[src/hw/autotest_defines.svh]
/*
  SD autotest parameters
  block layout offsets, signature, first block and execution limit
*/
`ifndef AUTOTEST_DEFINES_SVH
`define AUTOTEST_DEFINES_SVH

`define AT_BLOCK_BYTES  512
`define AT_OPND_BYTES   4
`define AT_RES_BYTES    4

// read block fields
`define AT_SIG_OFS      0
`define AT_A_OFS        4
`define AT_B_OFS        8
`define AT_EXP_OFS      12

// written block fields
`define AT_WR_RES_OFS   0
`define AT_WR_TIME_OFS  4

`define AT_SIGNATURE    32'hAABBCCDD
`define AT_START_BLOCK  32'h0010_0000
`define AT_TIMEOUT      2000
`define AT_PAD_BYTE     8'hFF

`endif

[src/hw/autotest_pkg.sv]
/*
  SD autotest shared types
  data words, byte index and the sequencer states
*/
`default_nettype none

package autotest_pkg;

  typedef logic [7:0]  at_byte_t;
  typedef logic [31:0] at_word_t;
  typedef logic [31:0] at_cycles_t;
  // 0 to 512 inclusive
  typedef logic [9:0]  at_bidx_t;

  typedef enum logic [3:0] {
    WAIT_START, HOST_RST, HOST_WAIT,
    RD_BLOCK, RD_BYTE, RD_WAIT, CHECK_SIG,
    RUN, COMPARE,
    WR_BLOCK, WR_BYTE, WR_WAIT, NEXT_BLOCK
  } at_state_e;

endpackage

`default_nettype wire

[src/hw/block_seq_if.sv]
/*
  block sequencing bundle
  byte position and per-block strobes from controller to datapath
*/
`timescale 1ns/1ns
`default_nettype none

interface block_seq_if;
  autotest_pkg::at_bidx_t byte_idx;
  logic                   rx_strobe;
  logic                   clear;
  logic                   compare;

  modport ctrl (output byte_idx, rx_strobe, clear, compare);
  modport dp (input byte_idx, rx_strobe, clear, compare);
endinterface

`default_nettype wire

[src/hw/autotest_ctrl.sv]
/*
  autotest sequencer FSM
  resets the SD host, reads each test block, runs the UUT and
  writes the result block back, until a signature check fails
*/
`timescale 1ns/1ns
`default_nettype none
`include "autotest_defines.svh"

module autotest_ctrl (
  input  wire logic                   clk,
  input  wire logic                   rst,
  input  wire logic                   start_i,
  input  wire logic                   sd_busy_i,
  output logic                        sd_rst_o,
  output logic                        sd_rd_block_o,
  output logic                        sd_rd_byte_o,
  output logic                        sd_wr_block_o,
  output logic                        sd_wr_byte_o,
  output autotest_pkg::at_word_t      sd_block_addr_o,
  input  wire logic                   uut_end_i,
  output logic                        uut_rst_o,
  input  wire logic                   sig_ok_i,
  input  wire logic                   timeout_i,
  block_seq_if.ctrl                   seq
);

  localparam autotest_pkg::at_bidx_t LAST_IDX = autotest_pkg::at_bidx_t'(`AT_BLOCK_BYTES - 1);

  autotest_pkg::at_state_e state_q, state_d;
  autotest_pkg::at_bidx_t  byte_idx_q;
  autotest_pkg::at_word_t  block_addr_q;
  logic                    busy_seen_q;
  logic                    blk_start;
  logic                    byte_done;

  // sd_dout_i is valid in the first idle cycle after a byte command
  assign byte_done = !sd_busy_i &&
                     (state_q == autotest_pkg::RD_WAIT || state_q == autotest_pkg::WR_WAIT);
  assign blk_start = (state_q == autotest_pkg::HOST_WAIT && !sd_busy_i) ||
                     state_q == autotest_pkg::NEXT_BLOCK;

  always_comb begin
    state_d       = state_q;
    sd_rst_o      = 1'b0;
    sd_rd_block_o = 1'b0;
    sd_rd_byte_o  = 1'b0;
    sd_wr_block_o = 1'b0;
    sd_wr_byte_o  = 1'b0;
    case (state_q)
      autotest_pkg::WAIT_START: begin
        if (start_i) state_d = autotest_pkg::HOST_RST;
      end
      autotest_pkg::HOST_RST: begin
        sd_rst_o = 1'b1;
        if (sd_busy_i) state_d = autotest_pkg::HOST_WAIT;
      end
      autotest_pkg::HOST_WAIT: begin
        if (!sd_busy_i) state_d = autotest_pkg::RD_BLOCK;
      end
      autotest_pkg::RD_BLOCK: begin
        sd_rd_block_o = 1'b1;
        if (busy_seen_q && !sd_busy_i) state_d = autotest_pkg::RD_BYTE;
      end
      autotest_pkg::RD_BYTE: begin
        sd_rd_block_o = 1'b1;
        sd_rd_byte_o  = 1'b1;
        if (sd_busy_i) state_d = autotest_pkg::RD_WAIT;
      end
      autotest_pkg::RD_WAIT: begin
        sd_rd_block_o = 1'b1;
        if (!sd_busy_i) begin
          state_d = (byte_idx_q == LAST_IDX) ? autotest_pkg::CHECK_SIG : autotest_pkg::RD_BYTE;
        end
      end
      autotest_pkg::CHECK_SIG: begin
        state_d = sig_ok_i ? autotest_pkg::RUN : autotest_pkg::WAIT_START;
      end
      autotest_pkg::RUN: begin
        if (uut_end_i || timeout_i) state_d = autotest_pkg::COMPARE;
      end
      autotest_pkg::COMPARE: begin
        state_d = autotest_pkg::WR_BLOCK;
      end
      autotest_pkg::WR_BLOCK: begin
        sd_wr_block_o = 1'b1;
        if (busy_seen_q && !sd_busy_i) state_d = autotest_pkg::WR_BYTE;
      end
      autotest_pkg::WR_BYTE: begin
        sd_wr_block_o = 1'b1;
        sd_wr_byte_o  = 1'b1;
        if (sd_busy_i) state_d = autotest_pkg::WR_WAIT;
      end
      autotest_pkg::WR_WAIT: begin
        sd_wr_block_o = 1'b1;
        if (!sd_busy_i) begin
          state_d = (byte_idx_q == LAST_IDX) ? autotest_pkg::NEXT_BLOCK : autotest_pkg::WR_BYTE;
        end
      end
      autotest_pkg::NEXT_BLOCK: begin
        state_d = autotest_pkg::RD_BLOCK;
      end
      default: state_d = autotest_pkg::WAIT_START;
    endcase
  end

  always_ff @(posedge clk) begin
    if (rst) begin
      state_q      <= autotest_pkg::WAIT_START;
      byte_idx_q   <= '0;
      block_addr_q <= `AT_START_BLOCK;
      busy_seen_q  <= 1'b0;
    end else begin
      state_q <= state_d;
      if (blk_start || state_q == autotest_pkg::COMPARE) begin
        byte_idx_q <= '0;
      end else if (byte_done) begin
        byte_idx_q <= byte_idx_q + 1'b1;
      end
      if (state_q == autotest_pkg::WAIT_START && start_i) begin
        block_addr_q <= `AT_START_BLOCK;
      end else if (state_q == autotest_pkg::NEXT_BLOCK) begin
        block_addr_q <= block_addr_q + 32'd1;
      end
      // block command busy phase, cleared on every state change
      if (state_d != state_q) begin
        busy_seen_q <= 1'b0;
      end else if (sd_busy_i) begin
        busy_seen_q <= 1'b1;
      end
    end
  end

  assign sd_block_addr_o = block_addr_q;
  assign uut_rst_o       = (state_q != autotest_pkg::RUN);
  assign seq.byte_idx    = byte_idx_q;
  assign seq.rx_strobe   = byte_done && state_q == autotest_pkg::RD_WAIT;
  assign seq.clear       = blk_start;
  assign seq.compare     = (state_q == autotest_pkg::COMPARE);

  a_rd_wr_excl: assert property (@(posedge clk) disable iff (rst)
    !(sd_rd_block_o && sd_wr_block_o));

  a_idx_range: assert property (@(posedge clk) disable iff (rst)
    byte_idx_q <= `AT_BLOCK_BYTES);

endmodule

`default_nettype wire

[src/hw/exec_timer.sv]
/*
  UUT execution timer
  counts run cycles until the UUT ends, saturating at the timeout
*/
`timescale 1ns/1ns
`default_nettype none
`include "autotest_defines.svh"

module exec_timer (
  input  wire logic                clk,
  input  wire logic                rst,
  block_seq_if.dp                  seq,
  input  wire logic                running_i,
  input  wire logic                uut_end_i,
  output autotest_pkg::at_cycles_t cycles_o,
  output logic                     timeout_o
);

  autotest_pkg::at_cycles_t cnt_q;

  always_ff @(posedge clk) begin
    if (rst || seq.clear) begin
      cnt_q <= '0;
    end else if (running_i && !uut_end_i && !timeout_o) begin
      cnt_q <= cnt_q + 32'd1;
    end
  end

  assign cycles_o  = cnt_q;
  assign timeout_o = (cnt_q == `AT_TIMEOUT);

  a_cnt_sat: assert property (@(posedge clk) disable iff (rst)
    cnt_q <= `AT_TIMEOUT);

endmodule

`default_nettype wire

[src/hw/result_packer.sv]
/*
  result packer
  latches the UUT result, counts mismatches and serves the
  bytes of the result block being written
*/
`timescale 1ns/1ns
`default_nettype none
`include "autotest_defines.svh"

module result_packer (
  input  wire logic                      clk,
  input  wire logic                      rst,
  input  wire logic                      start_i,
  block_seq_if.dp                        seq,
  input  wire autotest_pkg::at_word_t    uut_result_i,
  input  wire autotest_pkg::at_word_t    expected_i,
  input  wire autotest_pkg::at_cycles_t  cycles_i,
  output autotest_pkg::at_byte_t         tx_byte_o,
  output autotest_pkg::at_word_t         error_count_o
);

  localparam int TIME_BYTES = $bits(autotest_pkg::at_cycles_t) / 8;

  autotest_pkg::at_word_t result_q;
  autotest_pkg::at_word_t err_q;
  autotest_pkg::at_bidx_t rel_res, rel_time;

  always_ff @(posedge clk) begin
    if (seq.compare) result_q <= uut_result_i;
  end

  always_ff @(posedge clk) begin
    if (rst || start_i) begin
      err_q <= '0;
    end else if (seq.compare && uut_result_i != expected_i) begin
      err_q <= err_q + 32'd1;
    end
  end

  assign rel_res  = seq.byte_idx - autotest_pkg::at_bidx_t'(`AT_WR_RES_OFS);
  assign rel_time = seq.byte_idx - autotest_pkg::at_bidx_t'(`AT_WR_TIME_OFS);

  // result then cycle count, both lsb first, pad elsewhere
  always_comb begin
    tx_byte_o = `AT_PAD_BYTE;
    if (rel_res < `AT_RES_BYTES) begin
      tx_byte_o = result_q[8*rel_res[1:0] +: 8];
    end else if (rel_time < TIME_BYTES) begin
      tx_byte_o = cycles_i[8*rel_time[1:0] +: 8];
    end
  end

  assign error_count_o = err_q;

endmodule

`default_nettype wire

[src/hw/sd_autotest_top.sv]
/*
  SD card autotest top
  sequencer plus vector, timer and result datapath for one UUT
*/
`timescale 1ns/1ns
`default_nettype none

module sd_autotest_top (
  input  wire logic                    clk,
  input  wire logic                    rst,
  input  wire logic                    start_i,
  output logic                         sd_rst_o,
  output logic                         sd_rd_block_o,
  output logic                         sd_rd_byte_o,
  output logic                         sd_wr_block_o,
  output logic                         sd_wr_byte_o,
  output autotest_pkg::at_word_t       sd_block_addr_o,
  input  wire logic                    sd_busy_i,
  input  wire autotest_pkg::at_byte_t  sd_dout_i,
  output autotest_pkg::at_byte_t       sd_din_o,
  output logic                         uut_rst_o,
  output autotest_pkg::at_word_t       uut_a_o,
  output autotest_pkg::at_word_t       uut_b_o,
  input  wire autotest_pkg::at_word_t  uut_result_i,
  input  wire logic                    uut_end_i,
  output autotest_pkg::at_word_t       error_count_o
);

  autotest_pkg::at_word_t   expected;
  autotest_pkg::at_cycles_t cycles;
  logic                     sig_ok;
  logic                     timeout;
  logic                     running;

  block_seq_if seq_if ();

  assign running = ~uut_rst_o;

  autotest_ctrl ctrl_i (
    .clk             (clk),
    .rst             (rst),
    .start_i         (start_i),
    .sd_busy_i       (sd_busy_i),
    .sd_rst_o        (sd_rst_o),
    .sd_rd_block_o   (sd_rd_block_o),
    .sd_rd_byte_o    (sd_rd_byte_o),
    .sd_wr_block_o   (sd_wr_block_o),
    .sd_wr_byte_o    (sd_wr_byte_o),
    .sd_block_addr_o (sd_block_addr_o),
    .uut_end_i       (uut_end_i),
    .uut_rst_o       (uut_rst_o),
    .sig_ok_i        (sig_ok),
    .timeout_i       (timeout),
    .seq             (seq_if.ctrl)
  );

  vector_loader loader_i (
    .clk        (clk),
    .rst        (rst),
    .seq        (seq_if.dp),
    .sd_dout_i  (sd_dout_i),
    .uut_a_o    (uut_a_o),
    .uut_b_o    (uut_b_o),
    .expected_o (expected),
    .sig_ok_o   (sig_ok)
  );

  exec_timer timer_i (
    .clk       (clk),
    .rst       (rst),
    .seq       (seq_if.dp),
    .running_i (running),
    .uut_end_i (uut_end_i),
    .cycles_o  (cycles),
    .timeout_o (timeout)
  );

  result_packer packer_i (
    .clk           (clk),
    .rst           (rst),
    .start_i       (start_i),
    .seq           (seq_if.dp),
    .uut_result_i  (uut_result_i),
    .expected_i    (expected),
    .cycles_i      (cycles),
    .tx_byte_o     (sd_din_o),
    .error_count_o (error_count_o)
  );

endmodule

`default_nettype wire

[src/hw/vector_loader.sv]
/*
  test vector loader
  assembles signature, operands and expected result from block bytes
*/
`timescale 1ns/1ns
`default_nettype none
`include "autotest_defines.svh"

module vector_loader (
  input  wire logic                    clk,
  input  wire logic                    rst,
  block_seq_if.dp                      seq,
  input  wire autotest_pkg::at_byte_t  sd_dout_i,
  output autotest_pkg::at_word_t       uut_a_o,
  output autotest_pkg::at_word_t       uut_b_o,
  output autotest_pkg::at_word_t       expected_o,
  output logic                         sig_ok_o
);

  localparam int SIG_BYTES = $bits(autotest_pkg::at_word_t) / 8;

  autotest_pkg::at_word_t sig_q;
  autotest_pkg::at_word_t a_q;
  autotest_pkg::at_word_t b_q;
  autotest_pkg::at_word_t exp_q;
  // positions relative to each field, wrap makes out-of-field values large
  autotest_pkg::at_bidx_t rel_sig, rel_a, rel_b, rel_exp;

  assign rel_sig = seq.byte_idx - autotest_pkg::at_bidx_t'(`AT_SIG_OFS);
  assign rel_a   = seq.byte_idx - autotest_pkg::at_bidx_t'(`AT_A_OFS);
  assign rel_b   = seq.byte_idx - autotest_pkg::at_bidx_t'(`AT_B_OFS);
  assign rel_exp = seq.byte_idx - autotest_pkg::at_bidx_t'(`AT_EXP_OFS);

  always_ff @(posedge clk) begin
    if (rst || seq.clear) begin
      sig_q <= '0;
      a_q   <= '0;
      b_q   <= '0;
      exp_q <= '0;
    end else if (seq.rx_strobe) begin
      // signature arrives msb first, the rest lsb first
      if (rel_sig < SIG_BYTES) sig_q[8*(SIG_BYTES-1-rel_sig[1:0]) +: 8] <= sd_dout_i;
      if (rel_a < `AT_OPND_BYTES) a_q[8*rel_a[1:0] +: 8] <= sd_dout_i;
      if (rel_b < `AT_OPND_BYTES) b_q[8*rel_b[1:0] +: 8] <= sd_dout_i;
      if (rel_exp < `AT_RES_BYTES) exp_q[8*rel_exp[1:0] +: 8] <= sd_dout_i;
    end
  end

  assign uut_a_o    = a_q;
  assign uut_b_o    = b_q;
  assign expected_o = exp_q;
  assign sig_ok_o   = (sig_q == `AT_SIGNATURE);

  a_no_strobe_past_end: assert property (@(posedge clk) disable iff (rst)
    !(seq.rx_strobe && seq.byte_idx == `AT_BLOCK_BYTES));

endmodule

`default_nettype wire

[config.mk]
export PLATFORM = sky130hd
export DESIGN_NAME = sd_autotest_top
export DESIGN_NICKNAME = d
export VERILOG_FILES = /design/src/hw/autotest_pkg.sv /design/src/hw/block_seq_if.sv /design/src/hw/autotest_ctrl.sv /design/src/hw/exec_timer.sv /design/src/hw/result_packer.sv /design/src/hw/sd_autotest_top.sv /design/src/hw/vector_loader.sv
export VERILOG_INCLUDE_DIRS = /design/src /design/src/hw
export SDC_FILE = /design/constraint.sdc
export NUM_CORES = 1
export LEC_CHECK = 0
export BUFFER_PORTS_ARGS = -buffer_cell sky130_fd_sc_hd__buf_2
export CAP_MARGIN = 40
export CORE_MARGIN = 2
export CORE_UTILIZATION = 62
export DETAILED_ROUTE_END_ITERATION = 16
export PLACE_DENSITY = 0.88
export REMOVE_ABC_BUFFERS = 1
export SLEW_MARGIN = 20
export SYNTH_ARGS = -nofsm -noshare
export SYNTH_HDL_FRONTEND = slang
export SYNTH_HIERARCHICAL = 1
export SYNTH_SLANG_ARGS = --single-unit
[constraint.sdc]
create_clock -name clk -period 9.96 [get_ports clk]
set_input_delay 1.494 -clock clk [delete_from_list [all_inputs] [get_ports clk]]
set_output_delay 1.494 -clock clk [all_outputs]
set_load 0.1 [all_outputs]
==> results.md <==
* Fin. Hold Viols at 0
* Final net count at 1576
* DRT Pass-1 Iters at 5
* Synth Cell Area at 12700 µm²
* CTS Sinks at 271
* Clock power share at 47.4%
* #FFs+latches synth at 271
* Sw Ratio at 22.6%
* Clock buffer depth at 3
* Total power at 2.26 mW
* Avg Synthesized Cell Area at 9.31 µm²
* DR vias at 11200
* Synth Flop Type: dfxtp_1
* Die ar. at 21600 µm²
* RD Place Congestion at 0.912
* Buffers on Ports at 186
* Via density at roughly 6.2
* RSZ-0062 raised after global routing: false
* Setup_tns at 0 ns
* First-pass GRT wire length at 54000 µm
* Initial Utilization at 62.8%
* Run status: finished clean
* Slew HR at 47.2%
* Kind of critical path: flip-flop to output port
* 1st-iter DRT viols at just over 900
* Share of async-settable or async-resettable flops after synthesis at 0%
* Pleak at 5.76 nW
* GRT Total Usage at 30.4%
* H-tree depth at 1
* Req. time, crit path at 8.47 ns
* Row count at 52
* Routed Antenna Nets at 0
* CTS tree: done
* Vias in the first global route at 10400
* DRC errors left at 0
* Total number of yosys warnings at 6
* Setup Viol. Count Final at 0
* Chip height at ~150 µm
* Worst-margin pin slew at roughly 0.78 ns
* Postcts setup bufs at 0
* Worst IR Drop VDD at 0.122 mV
* Setup Slack @ Placement at about 6 ns
* Max_cap viols at 0
* Worst-path clk slew at 0.06 ns
* P_sw at 0.510 mW
* # diodes at 0
* Dpl hpwl at 23500 µm
* Fin area at 14700 µm²
* Critical path endpoint category: output port
* Max-slew violation count at 0
* Period minus WS final at 4.30 ns
* Period utilization at 43.2%
* Distinct cells, synth at 81
* CTS resizes at 0
* Sequential-to-total area share from yosys stat at 45.4%
* Combinational share of power at 3.5%
* Cts hold-fix bufs at 0
* Non-Filler Instances at 1808
* Number of cells produced by synthesis at 1360
* Power density over the cells at 154 nW/µm²
* WL final at 34100 µm
* Fmax at 232 MHz
* Core box area at 20200 µm²
* Die W at 147 µm
* Clk root buf: clkbuf_16
* Slack of the critical path at between 5 and 6 ns
* Crit path max fanout at 18
* Wirelength per Cell at 18.9 µm
* Crit path arrival time at 2.81 ns
* I/O pins at about 190
* Reg power frac at 49.1%
* Inst Count DP at 1758
* Worst-Skew Late Latency at 0.55 ns
* Residual overflow from global routing at 0
* Worst Skew at 0.0154 ns
* Min-delay worst type: flip-flop to flip-flop
* P_int at 1.75 mW
* Largest net degree at the start of global routing at 76
* Placed Area at 13700 µm²
* TritonCTS Buffers at 27
* Area grow syn2layout at 15.8%
* Layout cells sized above 1 at 20.7%
* CP startpoint kind: flip-flop
* Post-synth EDFFs at 32
* Initial antenna violation count at 0
-- layout by cell type, fill, tap and decap left out, types with 14 or more instances in the layout --
cell type  count
buf_2        187
and3_1        15
nor4_1        20
mux2i_1       50
ha_1          14
edfxtp_1      32
xor2_1        77
nor2_1        92
or3_1         24
o21ai_1       36
o21ai_0       69
or4_1         19
mux4_2        16
clkbuf_16     29
nor3_1        16
dfxtp_1      239
nor2b_1       24
inv_1         16
a21oi_1       36
nand4_1       44
nand2_1      166
xnor2_1       22
nand3_1      129
-- cell families after synthesis --
| group | count (synthesis) | synth area share [%] |
|---|---|---|
| XOR/XNOR | 99 | 6.85 |
| adder cells (fa/ha/maj) | 14 | 1.38 |
| AND/OR/NAND/NOR | 635 | 27.3 |
| multiplexers | 67 | 6.91 |
| AO/OA/AOI/OAI | 189 | 8.83 |
| buffers and inverters | 85 | 3.31 |
| flip-flops | 271 | 45.4 |
-- path summary, 6_finish.rpt --
path                                        startpoint                 end  slack [ns]  cells after the start
worst min register to register       loader_i/sig_q[0]   loader_i/sig_q[0]        0.46                      2
worst min-delay path                 loader_i/sig_q[0]   loader_i/sig_q[0]        0.46                      2
worst max register to register       ctrl_i/state_q[2]  loader_i/sig_q[20]        6.69                      6
worst max-delay path            ctrl_i/seq.byte_idx[0]         sd_din_o[7]        5.66                      5
-- flip-flops by register name, indices dropped and copies added (netlist names) --
signal	flops
loader_i/sig_q	32
loader_i/uut_b_o	32
ctrl_i/state_q	4
ctrl_i/seq.byte_idx	10
timer_i/cycles_o	32
ctrl_i/sd_block_addr_o	32
packer_i/error_count_o	32
loader_i/expected_o	32
ctrl_i/busy_seen_q	1
loader_i/uut_a_o	32
packer_i/result_q	32
-- worst max-delay path, cell delays in order, from the launching register on --
cell	delay, ns
dfxtp_1	0.68
buf_4	0.41
mux4_2	0.58
mux2i_1	0.21
nand2_1	0.08
buf_2	0.29
-- synthesized netlist by cell type, types with 3 or more instances --
library cell  count  area [µm²]
nand4_4           3        63.8
nor4_4            3        63.8
nor4_2            3        37.5
and4b_1           3        30.0
clkbuf_1         35         131
nand4_1          44         275
o21ai_0          69         345
nor2_1           93         349
edfxtp_1         32         961
nand2_1         166         623
and4_1            8        70.1
buf_2            14        70.1
xnor2_1          22         193
mux2i_1          50         500
and2_1            7        43.8
o21ai_1          36         180
or2_2             6        37.5
nor3_1           17        85.1
or3_1            24         150
inv_1            16        60.1
buf_6             6        67.6
nand3_2           5        50.1
nor4_1           20         125
mux4_2           16         360
xor2_1           77         674
or4_1            19         143
nand4_2           4        50.1
o31ai_1           9        67.6
ha_1             14         175
buf_1            10        37.5
nor2b_1          24         150
dfxtp_1         239        4780
o211ai_1          5        37.5
a21oi_1          36         180
nand3_1         129         646
nor4bb_1          4        40.0
nand2b_1          8        50.1
nand4b_1          5        43.8
o21ai_2          10        87.6
and3_1           15        93.8
-- metrics by stage --
step / util (%) / hold slack, ns
floorplan: - / 0.431
global placement: 67.6 / 0.445
detailed placement: 68.0 / 0.449
CTS: 72.7 / 0.459
global route: 72.7 / 0.473
finish: 72.7 / 0.458
-- cell type report --
| class | instances | area, µm² |
|---|---|---|
| multi-input combinational | 1004 | 6510 |
| sequential | 271 | 5750 |
| fill | 1397 | 5500 |
| timing repair buffer | 197 | 1060 |
| clock buffer | 35 | 798 |
| tap | 270 | 338 |
| clock inverter | 15 | 158 |
| inverter | 16 | 60.1 |
-- metal layers --
layer | share of wire [%] | track usage [%] | vias up
met3 | 8.2 | 5.22 | 123
met1 | 40 | 39.7 | 5352
met5 | 0 | 0 | -
met4 | 3.5 | 11.9 | 0
met2 | 48 | 50.9 | 577
li1 | - | - | 5193
-- power groups by stage --
stage	registers [mW]	logic (mW)	clock network, mW
after detailed placement	1.13	0.0767	0
after CTS	1.11	0.0776	1.08
after floorplan	1.13	0.0420	0
final	1.11	0.0795	1.07
after global routing	1.11	0.0847	1.12
after global placement	1.13	0.0734	0
(Power assumes the default switching activity.)
